File: src/hw/i2c_avl_pkg.sv
// shared widths and the byte type
// bus phase encoding of the slave fsm
package i2c_avl_pkg;

    localparam int AVL_ADDR_W = 32;
    localparam int AVL_DATA_W = 32;
    localparam int BYTE_W     = 8;
    localparam int LANES      = 4;

    // byte lane select bits in an avalon word
    localparam int LANE_W     = $clog2(LANES);

    // nine bit slots per byte, data plus ack
    localparam int BIT_CNT_W  = 4;

    typedef logic [BYTE_W-1:0] byte_t;

    typedef enum logic [2:0] {
        IDLE,
        DEV_ADDR,     // first byte after start
        REG_ADDR,     // pointer bytes, msb first
        WR_DATA,
        RD_DATA,
        IGNORE        // not addressed until the next start
    } bus_phase_e;

endpackage

File: src/hw/i2c_line_if.sv
// filtered i2c line levels and bus events
// shared by the front stages and the byte shifter
`timescale 1ns/1ps

interface i2c_line_if;

    logic sda;
    logic scl;
    logic scl_rise;   // one cycle pulses
    logic scl_fall;
    logic start_det;
    logic stop_det;

    modport filt (
        output sda,
        output scl
    );

    modport det (
        input  sda,
        input  scl,
        output scl_rise,
        output scl_fall,
        output start_det,
        output stop_det
    );

    modport user (
        input sda,
        input scl,
        input scl_rise,
        input scl_fall,
        input start_det,
        input stop_det
    );

endinterface

File: src/hw/i2c_byte_if.sv
// byte level handshake between the shifter and the slave fsm
`timescale 1ns/1ps

interface i2c_byte_if;
    import i2c_avl_pkg::*;

    byte_t rx_byte;
    logic  byte_done;    // bit 8 rise in rx, bit 9 rise in tx
    logic  ack_en;
    byte_t tx_byte;
    logic  tx_mode;
    logic  master_ack;   // high when the master pulled sda low
    logic  hold;         // avalon access outstanding

    modport shifter (
        output rx_byte,
        output byte_done,
        output master_ack,
        input  ack_en,
        input  tx_byte,
        input  tx_mode,
        input  hold
    );

    modport ctrl (
        input  rx_byte,
        input  byte_done,
        input  master_ack,
        output ack_en,
        output tx_byte,
        output tx_mode,
        output hold
    );

endinterface

File: src/hw/i2c_spike_filter.sv
// two flop synchronisers and spike suppression on sda and scl
`timescale 1ns/1ps

module i2c_spike_filter #(
    parameter int SPIKE_LEN = 2
) (
    input  logic  clk,
    input  logic  rst,
    input  logic  i2c_data_in,
    input  logic  i2c_clk_in,
    i2c_line_if.filt line
);

    localparam int CNT_W = $clog2(SPIKE_LEN + 1);

    logic [1:0]       raw;      // bit 0 sda, bit 1 scl
    logic [1:0]       sync1;
    logic [1:0]       sync2;
    logic [1:0]       level;
    logic [CNT_W-1:0] cnt [2];

    assign raw = {i2c_clk_in, i2c_data_in};

    always_ff @(posedge clk) begin
        if (rst) begin
            sync1 <= '1;
            sync2 <= '1;
            level <= '1;   // idle bus is high
            cnt[0] <= '0;
            cnt[1] <= '0;
        end else begin
            sync1 <= raw;
            sync2 <= sync1;
            for (int i = 0; i < 2; i++) begin
                if (sync2[i] == level[i]) begin
                    cnt[i] <= '0;
                end else if (cnt[i] == CNT_W'(SPIKE_LEN - 1)) begin
                    level[i] <= sync2[i];   // stable long enough
                    cnt[i]   <= '0;
                end else begin
                    cnt[i] <= cnt[i] + 1'b1;
                end
            end
        end
    end

    assign line.sda = level[0];
    assign line.scl = level[1];

endmodule

File: src/hw/i2c_cond_det.sv
// scl edge pulses, start and stop detection
`timescale 1ns/1ps

module i2c_cond_det (
    input  logic clk,
    input  logic rst,
    i2c_line_if.det line
);

    logic sda_q;
    logic scl_q;

    always_ff @(posedge clk) begin
        if (rst) begin
            sda_q          <= 1'b1;
            scl_q          <= 1'b1;
            line.scl_rise  <= 1'b0;
            line.scl_fall  <= 1'b0;
            line.start_det <= 1'b0;
            line.stop_det  <= 1'b0;
        end else begin
            sda_q <= line.sda;
            scl_q <= line.scl;
            line.scl_rise <= line.scl & ~scl_q;
            line.scl_fall <= ~line.scl & scl_q;
            // sda moves while scl stays high
            line.start_det <= sda_q & ~line.sda & line.scl & scl_q;
            line.stop_det  <= ~sda_q & line.sda & line.scl & scl_q;
        end
    end

endmodule

File: src/hw/i2c_byte_shifter.sv
// bit counter, receive and transmit shift registers
// ack driving and sampling, sda and scl output enables
`timescale 1ns/1ps

module i2c_byte_shifter (
    input  logic  clk,
    input  logic  rst,
    i2c_line_if.user    line,
    i2c_byte_if.shifter bus,
    output logic  i2c_data_oe,
    output logic  i2c_clk_oe
);
    import i2c_avl_pkg::*;

    logic [BIT_CNT_W-1:0] bit_cnt;   // rises seen in this byte
    byte_t tx_sr;
    logic  tx_act;                   // current byte is sent by us
    logic  stretch;
    logic  fall_go;

    // a fall taken while hold is up is replayed when hold drops
    assign fall_go    = (line.scl_fall | stretch) & ~bus.hold;
    assign i2c_clk_oe = stretch;

    always_ff @(posedge clk) begin
        if (rst) begin
            stretch <= 1'b0;
        end else if (line.scl_fall && bus.hold) begin
            stretch <= 1'b1;
        end else if (!bus.hold) begin
            stretch <= 1'b0;
        end
    end

    always_ff @(posedge clk) begin
        if (rst) begin
            bit_cnt       <= '0;
            bus.byte_done <= 1'b0;
        end else begin
            bus.byte_done <= 1'b0;
            if (line.start_det || line.stop_det) begin
                bit_cnt <= '0;
            end else if (line.scl_rise) begin
                if (bit_cnt == BIT_CNT_W'(BYTE_W)) begin
                    bit_cnt       <= '0;
                    bus.byte_done <= tx_act;   // ack slot of a sent byte
                end else begin
                    bit_cnt <= bit_cnt + 1'b1;
                    if (bit_cnt == BIT_CNT_W'(BYTE_W - 1))
                        bus.byte_done <= ~tx_act;
                end
            end
        end
    end

    always_ff @(posedge clk) begin
        if (line.scl_rise) begin
            if (bit_cnt < BIT_CNT_W'(BYTE_W))
                bus.rx_byte <= {bus.rx_byte[BYTE_W-2:0], line.sda};
            else
                bus.master_ack <= ~line.sda;
        end
    end

    always_ff @(posedge clk) begin
        if (rst) begin
            i2c_data_oe <= 1'b0;
            tx_act      <= 1'b0;
        end else if (line.start_det || line.stop_det) begin
            i2c_data_oe <= 1'b0;
            tx_act      <= 1'b0;
        end else if (fall_go) begin
            if (bit_cnt == BIT_CNT_W'(BYTE_W)) begin
                i2c_data_oe <= bus.ack_en & ~tx_act;   // ack slot
            end else if (bit_cnt == '0) begin
                tx_act      <= bus.tx_mode;
                i2c_data_oe <= bus.tx_mode & ~bus.tx_byte[BYTE_W-1];
            end else begin
                i2c_data_oe <= tx_act & ~tx_sr[BYTE_W-1];
            end
        end
    end

    always_ff @(posedge clk) begin
        if (fall_go) begin
            if (bit_cnt == '0)
                tx_sr <= bus.tx_byte << 1;   // msb already on the line
            else
                tx_sr <= tx_sr << 1;
        end
    end

endmodule

File: src/hw/i2c_slave_fsm.sv
// transaction phases, device address match and register pointer
// avalon read and write sequencing with hold for clock stretching
`timescale 1ns/1ps

module i2c_slave_fsm #(
    parameter logic [6:0] I2C_SLAVE_ADDRESS = 7'h55,
    parameter int          ADDR_BYTES       = 2
) (
    input  logic clk,
    input  logic rst,
    input  logic start_det,
    input  logic stop_det,
    i2c_byte_if.ctrl bus,
    output logic [i2c_avl_pkg::AVL_ADDR_W-1:0] address,
    output logic read,
    output logic write,
    output logic [i2c_avl_pkg::AVL_DATA_W-1:0] writedata,
    output logic [i2c_avl_pkg::LANES-1:0]      byteenable,
    input  logic [i2c_avl_pkg::AVL_DATA_W-1:0] readdata,
    input  logic readdatavalid,
    input  logic waitrequest
);
    import i2c_avl_pkg::*;

    localparam int CNT_W = $clog2(ADDR_BYTES + 1);

    bus_phase_e            phase;
    logic [AVL_ADDR_W-1:0] ptr;
    logic [AVL_ADDR_W-1:0] ptr_inc;
    logic [AVL_ADDR_W-1:0] acc_ptr;
    logic [CNT_W-1:0]      ab_cnt;     // pointer bytes taken
    logic [LANE_W-1:0]     rd_lane;
    logic                  rd_wait;
    logic                  byte_ev;
    logic                  addr_hit;
    logic                  wr_go;
    logic                  rd_go;

    assign byte_ev  = bus.byte_done & ~start_det & ~stop_det;
    assign addr_hit = bus.rx_byte[BYTE_W-1:1] == I2C_SLAVE_ADDRESS;
    assign ptr_inc  = ptr + 1'b1;

    assign wr_go = byte_ev && phase == WR_DATA;
    assign rd_go = byte_ev && ((phase == DEV_ADDR && addr_hit && bus.rx_byte[0]) ||
                               (phase == RD_DATA && bus.master_ack));
    assign acc_ptr = (phase == RD_DATA) ? ptr_inc : ptr;   // prefetch next byte

    assign bus.hold = read | write | rd_wait;

    always_ff @(posedge clk) begin
        if (rst) begin
            phase       <= IDLE;
            ptr         <= '0;
            ab_cnt      <= '0;
            bus.ack_en  <= 1'b0;
            bus.tx_mode <= 1'b0;
            read        <= 1'b0;
            write       <= 1'b0;
            rd_wait     <= 1'b0;
        end else begin
            // avalon side runs on regardless of bus events
            if (write && !waitrequest)
                write <= 1'b0;
            if (read && !waitrequest) begin
                read    <= 1'b0;
                rd_wait <= 1'b1;
            end
            if (rd_wait && readdatavalid)
                rd_wait <= 1'b0;
            if (wr_go)
                write <= 1'b1;
            if (rd_go)
                read <= 1'b1;

            if (start_det || stop_det) begin
                phase       <= start_det ? DEV_ADDR : IDLE;
                bus.ack_en  <= 1'b0;
                bus.tx_mode <= 1'b0;
            end else if (byte_ev) begin
                case (phase)
                    DEV_ADDR: begin
                        ab_cnt     <= '0;
                        bus.ack_en <= addr_hit;
                        if (!addr_hit) begin
                            phase <= IGNORE;
                        end else if (bus.rx_byte[0]) begin
                            phase       <= RD_DATA;
                            bus.tx_mode <= 1'b1;
                        end else begin
                            phase <= REG_ADDR;
                        end
                    end
                    REG_ADDR: begin
                        if (ab_cnt == '0)
                            ptr <= AVL_ADDR_W'(bus.rx_byte);
                        else
                            ptr <= {ptr[AVL_ADDR_W-BYTE_W-1:0], bus.rx_byte};
                        ab_cnt <= ab_cnt + 1'b1;
                        if (ab_cnt == CNT_W'(ADDR_BYTES - 1))
                            phase <= WR_DATA;
                    end
                    WR_DATA: ptr <= ptr_inc;
                    RD_DATA: begin
                        ptr <= ptr_inc;
                        if (!bus.master_ack) begin   // nack ends the read
                            phase       <= IGNORE;
                            bus.ack_en  <= 1'b0;
                            bus.tx_mode <= 1'b0;
                        end
                    end
                    default: ;
                endcase
            end
        end
    end

    always_ff @(posedge clk) begin
        if (wr_go || rd_go) begin
            address    <= {acc_ptr[AVL_ADDR_W-1:LANE_W], {LANE_W{1'b0}}};
            byteenable <= LANES'(1) << acc_ptr[LANE_W-1:0];
            rd_lane    <= acc_ptr[LANE_W-1:0];
        end
        if (wr_go)
            writedata <= {LANES{bus.rx_byte}};
        if (rd_wait && readdatavalid)
            bus.tx_byte <= readdata[rd_lane*BYTE_W +: BYTE_W];
    end

endmodule

File: src/hw/i2c_avl_bridge.sv
// i2c slave to avalon-mm master bridge, top level
// filter, condition detector, byte shifter and slave fsm
`timescale 1ns/1ps

module i2c_avl_bridge #(
    parameter logic [6:0] I2C_SLAVE_ADDRESS = 7'h55,
    parameter int          ADDR_BYTES       = 2,
    parameter int          SPIKE_LEN        = 2
) (
    input  logic clk,
    input  logic rst,
    input  logic i2c_data_in,
    input  logic i2c_clk_in,
    output logic i2c_data_oe,
    output logic i2c_clk_oe,
    output logic [i2c_avl_pkg::AVL_ADDR_W-1:0] address,
    output logic read,
    output logic write,
    output logic [i2c_avl_pkg::AVL_DATA_W-1:0] writedata,
    output logic [i2c_avl_pkg::LANES-1:0]      byteenable,
    input  logic [i2c_avl_pkg::AVL_DATA_W-1:0] readdata,
    input  logic readdatavalid,
    input  logic waitrequest
);

    i2c_line_if line ();
    i2c_byte_if bus ();

    i2c_spike_filter #(
        .SPIKE_LEN (SPIKE_LEN)
    ) i_spike_filter (
        .clk         (clk),
        .rst         (rst),
        .i2c_data_in (i2c_data_in),
        .i2c_clk_in  (i2c_clk_in),
        .line        (line.filt)
    );

    i2c_cond_det i_cond_det (
        .clk  (clk),
        .rst  (rst),
        .line (line.det)
    );

    i2c_byte_shifter i_byte_shifter (
        .clk         (clk),
        .rst         (rst),
        .line        (line.user),
        .bus         (bus.shifter),
        .i2c_data_oe (i2c_data_oe),
        .i2c_clk_oe  (i2c_clk_oe)
    );

    i2c_slave_fsm #(
        .I2C_SLAVE_ADDRESS (I2C_SLAVE_ADDRESS),
        .ADDR_BYTES        (ADDR_BYTES)
    ) i_slave_fsm (
        .clk           (clk),
        .rst           (rst),
        .start_det     (line.start_det),
        .stop_det      (line.stop_det),
        .bus           (bus.ctrl),
        .address       (address),
        .read          (read),
        .write         (write),
        .writedata     (writedata),
        .byteenable    (byteenable),
        .readdata      (readdata),
        .readdatavalid (readdatavalid),
        .waitrequest   (waitrequest)
    );

endmodule

File: config.mk
export PLATFORM = sky130hd
export DESIGN_NAME = i2c_avl_bridge
export DESIGN_NICKNAME = d
export VERILOG_FILES = /design/src/hw/i2c_avl_pkg.sv /design/src/hw/i2c_line_if.sv /design/src/hw/i2c_byte_if.sv /design/src/hw/i2c_spike_filter.sv /design/src/hw/i2c_cond_det.sv /design/src/hw/i2c_byte_shifter.sv /design/src/hw/i2c_slave_fsm.sv /design/src/hw/i2c_avl_bridge.sv
export SDC_FILE = /design/constraint.sdc
export NUM_CORES = 1
export LEC_CHECK = 0
export ABC_AREA = 1
export BUFFER_PORTS_ARGS = -buffer_cell sky130_fd_sc_hd__clkbuf_2
export CORE_MARGIN = 3
export CORE_UTILIZATION = 55
export CTS_CLUSTER_SIZE = 8
export DETAILED_ROUTE_END_ITERATION = 10
export PLACE_DENSITY = 0.78
export SYNTH_ARGS = -nofsm -noshare
export SYNTH_HDL_FRONTEND = slang
export SYNTH_SLANG_ARGS = --single-unit
File: constraint.sdc
create_clock -name clk -period 5 [get_ports clk]
set_clock_uncertainty 0.1 [all_clocks]
set_input_delay 1 -clock clk [delete_from_list [all_inputs] [get_ports clk]]
set_output_delay 1 -clock clk [all_outputs]
set_load 0.01 [all_outputs]
==> impl_metrics.yaml, run 1 <==
route:
  drc: 0
  drtIter0Drc: 490
  wl_per_cell_um: 14.1
  num_vias: 5658
  ant_nets: 0
  first_pass_iters: 5
  viasPerCell: 5.35
  routed_wl_um: 14900
synth:
  synthMuxAreaShare: 0
  yosys.area_share.simple: 0.242
  syn_area_per_cell_um2: 8.14
  ys.warnings.count: 0
  synthesis.area_um2: 6690
  synth-seq-area-share: 0.508
  synth_top_family_by_area: "simple AND/OR/NAND/NOR gates"
  synth-xor-area-share: 0.0247
  synth-main-ff-cell: "edfxtp_1"
  synthTopCellsByCount: "216 x nand2_1, 91 x nor2_1, 77 x a21oi_1"
  synthAdderAreaFrac: 0.0131
  netlist_instances: 822
  synth.area.top_cells: "edfxtp_1 32%, dfxtp_1 19%, nand2_1 12%"
  synth_most_common_cell: "nand2_1"
  synth_edf_count: 72
  ys_ff_latch: 134
  yosysTopAreaCellShare: 0.323
  async_flop_share: 0
  synth_compound_area_frac: 0.129
  synth_top_area_cell: "edfxtp_1"
  yosysUniqueCellTypes: 35
power:
  leakage_nw: 3.12
  p_per_area_nw_per_um2: 322
  peakVddDrop_mv: 0.182
grt:
  overflow: 0
  grt_first_pass_wirelength_um: 23900
  grt_max_degree: 49
  antenna_found_initial: 0
  grt_pass1_vias: 5117
  grtUsageTotal: 0.226
place:
  gp_congestion: 0.919
  place_ws_ns: 2.11
  hpwl_um: 9970
  portBuffers: 107
setup_path:
  start_kind: "flip-flop"
  worstSetupEndpointType: "flip-flop"
  worst_ep_required_time_ns: 5.25
  slowest_stage: "nor2_2"
  cp_max_fo: 34
  crit_chain: "nor2_1 > nand2_2 > nand2_2 > nor2_2 > a21oi_1 > a21oi_1"
  worstPathArrival_ns: 3.29
  slowest_delay_ns: 1.01
  path_class: "reg -> reg"
final_layout:
  multi_input_area_um2: 2770
  seq_area_um2: 3400
  nFillCells: 959
  drive_above_1_share: 0.191
  antenna_cells: 0
  syn2layout_area_growth_pct: 15.6
  final_nets: 947
job:
  max-cap-violations: 0
cts:
  ctsHoldBuffers: 0
  h-tree-depth: 4
  cts_buffers: 17
  cts_tree: "yes"
  root_buffer: "clkbuf_16"
  cts.clk_slew.worst_paths_ns: 0.06
  clock_latency_ns: 0.42
  cts.path.max_buffers: 2
  clock-sinks: 134
  post_cts_buffers: 0
  cts.repair.resized: 0
floorplan:
  die_h_um: 116
  dieArea_um2: 13500
  initial_core_util: 0.574
  die_x_um: 116
  coreArea_um2: 11700
  io_pins: 110
  core.rowCount: 39
timing:
  worst_slack_ns: 1.97
  fmax_mhz: 330
  fin_crit_ns: 3.03
  rsz0062_at_grt: "false"
  setup_tns_ns: 0
  tightest_slew_ns: 1.20
  slew_headroom: 0.198
  setup_viol: 0
  drv_slew: 0
  timing.final.crit_share: 0.607
  hold_viol: 0
status:
  status: "finished, final reports clean"
min_path:
  hp-class: "reg -> reg"
-- layout by cell type (no fill, tap or decap), drive strengths merged, types with 6 or more instances in the layout --
| cell type | Yosys | final |
|---|---|---|
| a21oi | 77 | 77 |
| inv | 63 | 64 |
| xor2 | 13 | 13 |
| nor3 | 7 | 7 |
| nand2 | 226 | 226 |
| nor2 | 104 | 104 |
| o21ai | 78 | 78 |
| dfxtp | 62 | 62 |
| o22ai | 8 | 8 |
| nand3 | 34 | 34 |
| clkinv | 1 | 9 |
| conb | 2 | 6 |
| clkbuf | 15 | 125 |
| edfxtp | 72 | 72 |
| ha | 7 | 7 |
-- power by group --
group / switching (mW) / leakage, nW / internal (mW)
clock network: 0.463 / 0.289 / 0.790
registers: 0.00815 / 1.09 / 1.17
logic: 0.0365 / 1.74 / 0.0239
total: 0.508 / 3.12 / 1.98
-- metrics by stage --
stage	total power, mW	hold WS [ns]	util	cell area (um^2)	cells
floorplan	1.23	0.289	-	6710	826
global placement	1.26	0.292	0.612	7140	1026
detailed placement	1.26	0.298	0.612	7140	1026
CTS	2.49	0.311	0.663	7730	1058
global route	2.56	0.320	0.663	7730	1058
finish	2.49	0.309	0.663	7730	1058
-- layer usage --
layer / routed length (um) / global-route usage
met5: 0 / 0
met4: 301 / 0.0951
met3: 990 / 0.0508
met2: 6650 / 0.339
met1: 6960 / 0.319
-- final cells by class --
cell class	count	share of cell area
clock buffers	18	0.0568
flip-flops and latches	134	0.440
multi-input cells	577	0.358
inverters	64	0.0311
clock inverters	14	0.0204
repair buffers	108	0.0702
well taps	143	0.0231
-- logic make-up (layout without fill, tap and decap cells) --
group	count (synthesis)	in the layout
compound gates	167	167
xor+xnor	18	18
fa+ha+maj	7	7
buf+inv	115	204
flops	134	134
other cells	2	6
simple gates	379	379
-- worst max-delay path, delay by kind of cell (launching register included) --
family	cells	cell delay (ns)
and+or+nand+nor	4	2.03
DFF	1	0.43
AOI/OAI and AO/OA	2	0.39
-- sequential cells by signal, summed over array words and instances (netlist names), 3 cells and up --
register,flops
i_slave_fsm.ptr,32
i_slave_fsm.address,30
i_byte_shifter.bus.rx_byte,8
i_slave_fsm.bus.tx_byte,8
i_slave_fsm.writedata,8
i_byte_shifter.tx_sr,7
i_byte_shifter.bit_cnt,4
i_slave_fsm.byteenable,4
i_spike_filter.cnt,4
i_slave_fsm.phase,3
-- path summary, 6_finish.rpt --
path,start,to,slack (ns),cells after the start
worst min register to register,i_spike_filter.sync1[0]$_SDFF_PP1_,i_spike_filter.sync2[0]$_SDFF_PP1_,0.31,1
worst min-delay path,i_spike_filter.sync1[0]$_SDFF_PP1_,i_spike_filter.sync2[0]$_SDFF_PP1_,0.31,1
worst max-delay path,i_slave_fsm.phase[1]$_SDFFE_PP0P_,i_slave_fsm.ptr[28]$_SDFFE_PP0P_,1.97,6
worst max register to register,i_slave_fsm.phase[1]$_SDFFE_PP0P_,i_slave_fsm.ptr[28]$_SDFFE_PP0P_,1.97,6
Power figures use the tool's default switching activity.
==> inputs of run 2 (changes only) <==
==> constraint.sdc (replaced) <==
create_clock -name clk -period 2.86 [get_ports clk]
set_clock_uncertainty 0.1 [all_clocks]
set_input_delay 0.572 -clock clk [delete_from_list [all_inputs] [get_ports clk]]
set_output_delay 0.572 -clock clk [all_outputs]
set_load 0.01 [all_outputs]
==> run 2 against run 1 <==
Power grew 75%. Sequential power up 74%. Worst setup slack worse by 1.3 ns. Combinational power is 79% higher. Non-clock buffer count increased by 7. Cell count increased by 0.66%. Critical path depth unchanged. Die area stayed put. Maximum frequency grew 38%. Sequential share of layout area is 0.33 points lower. Largest cell class unchanged. Largest power group unchanged.
==> impl_metrics.yaml, run 2 (synthesized netlist as in run 1, its figures left out) <==
route:
  first_pass_iters: 5
  ant_nets: 0
  drc: 0
  viasPerCell: 5.37
  routed_wl_um: 15100
  drtIter0Drc: 454
  wl_per_cell_um: 14.2
  num_vias: 5717
final_layout:
  regMostFlops: "i_slave_fsm.ptr"
  design_area_um2: 7790
  drive_above_1_share: 0.200
  final_common_cell: "nand2_1"
  syn2layout_area_growth_pct: 16.4
  multi_input_area_um2: 2770
  largest_register_ffs: 32
  final_cell_mix: "216 x nand2_1, 107 x clkbuf_2, 91 x nor2_1"
  finalNonFillerCells: 1065
  nFillCells: 938
  antenna_cells: 0
  final_nets: 954
  seq_area_um2: 3400
  fin_util: 0.668
  reg.largest.list: "i_slave_fsm.ptr x32, i_slave_fsm.address x30"
min_path:
  hp-class: "in -> reg"
  hold_start: "i2c_clk_in"
  min_path_cells: 2
  hold_end: "i_spike_filter.sync1[1]$_SDFF_PP1_"
grt:
  grt_pass1_vias: 5142
  antenna_found_initial: 0
  grt_first_pass_wirelength_um: 24800
  grt_max_degree: 36
  overflow: 0
  grtUsageTotal: 0.234
timing:
  tightest_slew_ns: 1.13
  worst_slack_ns: 0.658
  hold_viol: 0
  slew_headroom: 0.247
  rsz0062_at_grt: "false"
  setup_tns_ns: 0
  fmax_mhz: 454
  setup_viol: 0
  hold_slack_ns: 0.226
  drv_slew: 0
  fin_crit_ns: 2.20
  timing.final.crit_share: 0.770
cts:
  cts_tree: "yes"
  cts.repair.resized: 0
  clock-sinks: 134
  cts.path.max_buffers: 2
  post_cts_buffers: 0
  ctsHoldBuffers: 0
  clock_latency_ns: 0.42
  h-tree-depth: 4
  root_buffer: "clkbuf_16"
  cts_buffers: 17
  cts.clk_slew.worst_paths_ns: 0.06
setup_path:
  path_buf_inv: 0
  worstPathArrival_ns: 2.45
  rr_startpoint: "i_slave_fsm.phase[1]$_SDFFE_PP0P_"
  path_delay_family: "simple AND/OR/NAND/NOR gates"
  worst_ep_required_time_ns: 3.11
  slowest_delay_ns: 0.85
  path_class: "reg -> reg"
  worstSetupEndpointType: "flip-flop"
  slowest_stage: "nor2_2"
  r2r_slack_ns: 0.66
  cp_max_fo: 24
  rr_worst_depth: 6
  crit_chain: "nor2_1 > nand2_2 > nand2_2 > nor2_2 > a21oi_1 > a21oi_1"
  start_kind: "flip-flop"
  r2r-end: "i_slave_fsm.ptr[25]$_SDFFE_PP0P_"
floorplan:
  initial_core_util: 0.574
  die_h_um: 116
  die_x_um: 116
  core.rowCount: 39
  dieArea_um2: 13500
  io_pins: 110
  coreArea_um2: 11700
power:
  leakage_nw: 3.16
  finalPower_mw: 4.35
  p_per_area_nw_per_um2: 558
  peakVddDrop_mv: 0.367
place:
  placed_area_um2: 7190
  place_ws_ns: 0.747
  gp_congestion: 0.899
  hpwl_um: 10600
  portBuffers: 107
  dpl.cell_count: 1033
status:
  status: "finished, final reports clean"
job:
  max-cap-violations: 0
-- run 2: changes by cell type in the layout (fill, tap and decap cells not counted), sizes merged --
cell	previous run	this run
clkbuf	125	127
buf	1	8
bufinv	3	2
inv	64	65
clkinvlp	2	1
clkinv	9	8
-- run 2: layout make-up --
class	instances	area share
Clock buffer	20	0.0586
Clock inverter	12	0.0188
Inverter	64	0.0308
Multi-Input combinational cell	577	0.356
Sequential cell	134	0.437
Tap cell	143	0.0230
Timing Repair Buffer	115	0.0764
-- run 2: power breakdown --
part / internal [mW] / switching (mW)
Sequential: 2.04 / 0.0142
Combinational: 0.0428 / 0.0650
Clock: 1.34 / 0.847
-- run 2: layer usage --
layer / global-route usage / up-vias / routed length (um)
met5: 0 / - / 0
met4: 0.0936 / 0 / 291
met2: 0.351 / 224 / 6700
met1: 0.329 / 2609 / 7060
met3: 0.0565 / 25 / 1080
li1: - / 2859 / -
-- run 2: worst max path at each step --
stage	slack, ns	cells past startpoint	to	start
global route	0.48	6	i_slave_fsm.ptr[25]$_SDFFE_PP0P_	i_slave_fsm.phase[1]$_SDFFE_PP0P_
CTS	0.72	6	i_slave_fsm.ptr[25]$_SDFFE_PP0P_	i_slave_fsm.phase[1]$_SDFFE_PP0P_
detailed placement	0.75	6	i_slave_fsm.ptr[25]$_SDFFE_PP0P_	i_slave_fsm.phase[1]$_SDFFE_PP0P_
floorplan	0.05	3	i_slave_fsm.address[10]$_DFFE_PP_	i_cond_det.line.stop_det$_SDFF_PP0_
global placement	0.83	6	i_slave_fsm.ptr[28]$_SDFFE_PP0P_	i_slave_fsm.phase[1]$_SDFFE_PP0P_
finish	0.66	6	i_slave_fsm.ptr[25]$_SDFFE_PP0P_	i_slave_fsm.phase[1]$_SDFFE_PP0P_
==> inputs of run 3 (changes only) <==
--- a/config.mk
+++ b/config.mk
@@ -5,7 +5,7 @@
 export SDC_FILE = /design/constraint.sdc
 export NUM_CORES = 1
 export LEC_CHECK = 0
-export ABC_AREA = 1
+export ABC_AREA = 0
 export BUFFER_PORTS_ARGS = -buffer_cell sky130_fd_sc_hd__clkbuf_2
 export CORE_MARGIN = 3
 export CORE_UTILIZATION = 55
==> constraint.sdc (replaced) <==
create_clock -name clk -period 2.3 [get_ports clk]
set_clock_uncertainty 0.1 [all_clocks]
set_input_delay 0.46 -clock clk [delete_from_list [all_inputs] [get_ports clk]]
set_output_delay 0.46 -clock clk [all_outputs]
set_load 0.01 [all_outputs]
==> run 3 against run 2 <==
Non-clock buffer count is 63 higher. Critical endpoint is now i_slave_fsm.address[17]$_DFFE_PP_. Largest cell class unchanged. Sequential power increased by 23%. Power increased by 21%. Highest routed layer unchanged. Routed wire length up 14%.
==> impl_metrics.yaml, run 3 <==
min_path:
  hp-class: "in -> reg"
timing:
  fmax_mhz: 445
  worst_slack_ns: 0.0535
  hold_slack_ns: 0.120
  timing.final.crit_share: 0.977
  rsz0062_at_grt: "true"
  hold_viol: 0
  drv_slew: 0
  setup_tns_ns: 0
  fin_crit_ns: 2.25
  setup_viol: 0
  tightest_slew_ns: 0.705
  slew_headroom: 0.527
place:
  dpl.cell_count: 936
  gp_congestion: 0.901
  hpwl_um: 12000
  placed_area_um2: 7680
  portBuffers: 107
  place_ws_ns: 0.0118
power:
  p_int_mw: 4.23
  p_per_area_nw_per_um2: 628
  seq_power_share: 0.478
  combinationalPowerShare: 0.029
  pwr-share-clk: 0.493
  switchingPower_mw: 1.05
  leakage_nw: 3.32
  finalPower_mw: 5.28
  p_sw_frac: 0.199
  peakVddDrop_mv: 0.422
final_layout:
  reg.largest.list: "i_slave_fsm.ptr x32, i_slave_fsm.address x30"
  fin_util: 0.695
  final_cell_mix: "107 x clkbuf_2, 72 x edfxtp_1, 66 x buf_4"
  syn2layout_area_growth_pct: 22.7
  largest_register_ffs: 32
  final_nets: 844
  drive_above_1_share: 0.303
  final_common_cell: "clkbuf_2"
  antenna_cells: 0
  regMostFlops: "i_slave_fsm.ptr"
  design_area_um2: 8420
  finalNonFillerCells: 980
setup_path:
  rr_worst_depth: 7
  worstSetupEndpointType: "flip-flop"
  cp-startpoint: "i_byte_shifter.bus.rx_byte[4]$_DFFE_PP_"
  timing.critical_path.to: "i_slave_fsm.address[17]$_DFFE_PP_"
  r2r-end: "i_slave_fsm.address[17]$_DFFE_PP_"
  worstPathArrival_ns: 2.27
  path_class: "reg -> reg"
  r2r_slack_ns: 0.05
  worst_ep_required_time_ns: 2.33
  start_kind: "flip-flop"
  cp_max_fo: 13
  rr_startpoint: "i_byte_shifter.bus.rx_byte[4]$_DFFE_PP_"
floorplan:
  die_x_um: 118
  die_h_um: 118
  dieArea_um2: 13800
  initial_core_util: 0.566
  coreArea_um2: 12100
  core.rowCount: 40
  io_pins: 110
synth:
  synthTopCellsByCount: "72 x edfxtp_1, 62 x dfxtp_1, 61 x nor2_1"
  yosysTopAreaCellShare: 0.315
  yosysUniqueCellTypes: 71
  ys.warnings.count: 0
  synth.area.top_cells: "edfxtp_1 32%, dfxtp_1 18%, nor2_1 3.3%"
  async_flop_share: 0
  synth-main-ff-cell: "edfxtp_1"
  ys_ff_latch: 134
  synth_edf_count: 72
  synth_top_area_cell: "edfxtp_1"
  synth_most_common_cell: "edfxtp_1"
  synthesis.area_um2: 6860
  netlist_instances: 676
  synth-seq-area-share: 0.496
  syn_area_per_cell_um2: 10.1
grt:
  overflow: 0
  grt_pass1_vias: 5668
  grtUsageTotal: 0.253
  antenna_found_initial: 0
  grt_first_pass_wirelength_um: 28200
  grt_max_degree: 35
cts:
  cts_tree: "yes"
  cts_buffers: 17
  clock-sinks: 134
  root_buffer: "clkbuf_16"
  cts.path.max_buffers: 2
  h-tree-depth: 4
  cts.clk_slew.worst_paths_ns: 0.06
  clock_latency_ns: 0.42
  ctsHoldBuffers: 0
route:
  first_pass_iters: 5
  drtIter0Drc: 615
  num_vias: 5794
  drc: 0
  wl_per_cell_um: 17.7
  routed_wl_um: 17300
  viasPerCell: 5.91
  ant_nets: 0
job:
  max-cap-violations: 0
status:
  status: "finished, final reports clean"
run 3: cell type report:
type	instances	area, um^2
multi-input cells	450	3030
fillers	897	3700
repair buffers	178	1140
inverters	18	67.6
clock buffers	28	519
well taps	168	210
clock inverters	4	45.0
flip-flops and latches	134	3400
run 3: critical path, stage by stage, from the launching register on:
cell and delay (ns):
edfxtp_1 0.44, nor4bb_4 0.34, buf_4 0.16, and3_4 0.18, nand3_2 0.06, a211o_1 0.31, nand2_4 0.17, buf_12 0.18
run 3: worst min-delay path by stage:
stage | startpoint | endpoint | depth (start not counted)
3_3_place_gp | i_spike_filter.sync1[0]$_SDFF_PP1_ | i_spike_filter.sync2[0]$_SDFF_PP1_ | 1
2_1_floorplan | i_cond_det.sda_q$_SDFF_PP1_ | i_cond_det.line.stop_det$_SDFF_PP0_ | 1
4_1_cts | i2c_clk_in | i_spike_filter.sync1[1]$_SDFF_PP1_ | 2
3_5_place_dp | i_spike_filter.sync1[1]$_SDFF_PP1_ | i_spike_filter.sync2[1]$_SDFF_PP1_ | 1
5_1_grt | i2c_clk_in | i_spike_filter.sync1[1]$_SDFF_PP1_ | 2
6_report | i2c_clk_in | i_spike_filter.sync1[1]$_SDFF_PP1_ | 2
run 3: per-layer routing:
metal	routed length, um	GRT usage	vias up
li1	-	-	2686
met1	7030	0.322	2760
met2	8310	0.411	296
met3	1320	0.0514	52
met4	642	0.131	0
met5	0	0	-
run 3: repair_timing:
item                       CTS  global route
gates resized for setup      4             6
pin swaps                    2             4
buffers inserted             3             7
hold endpoints to repair     0             0
setup endpoints to repair   37            49
cloned                       1             1
run 3: kinds of logic after synthesis:
kind of cell    Yosys count  synth area share
flops                   134             0.496
xor+xnor                 33            0.0421
buf+inv                  96            0.0710
fa+ha+maj                 7            0.0128
simple gates            246             0.195
mux                      24            0.0511
other cells               2           0.00110
compound gates          134             0.131
run 3: power by group through the flow:
| stage | Sequential (mW) | Combinational, mW | Clock (mW) |
|---|---|---|---|
| finish | 2.53 | 0.154 | 2.60 |
| detailed placement | 2.58 | 0.150 | 0 |
| floorplan | 2.58 | 0.0864 | 0 |
| CTS | 2.53 | 0.153 | 2.62 |
| global route | 2.53 | 0.171 | 2.74 |
| global placement | 2.58 | 0.145 | 0 |
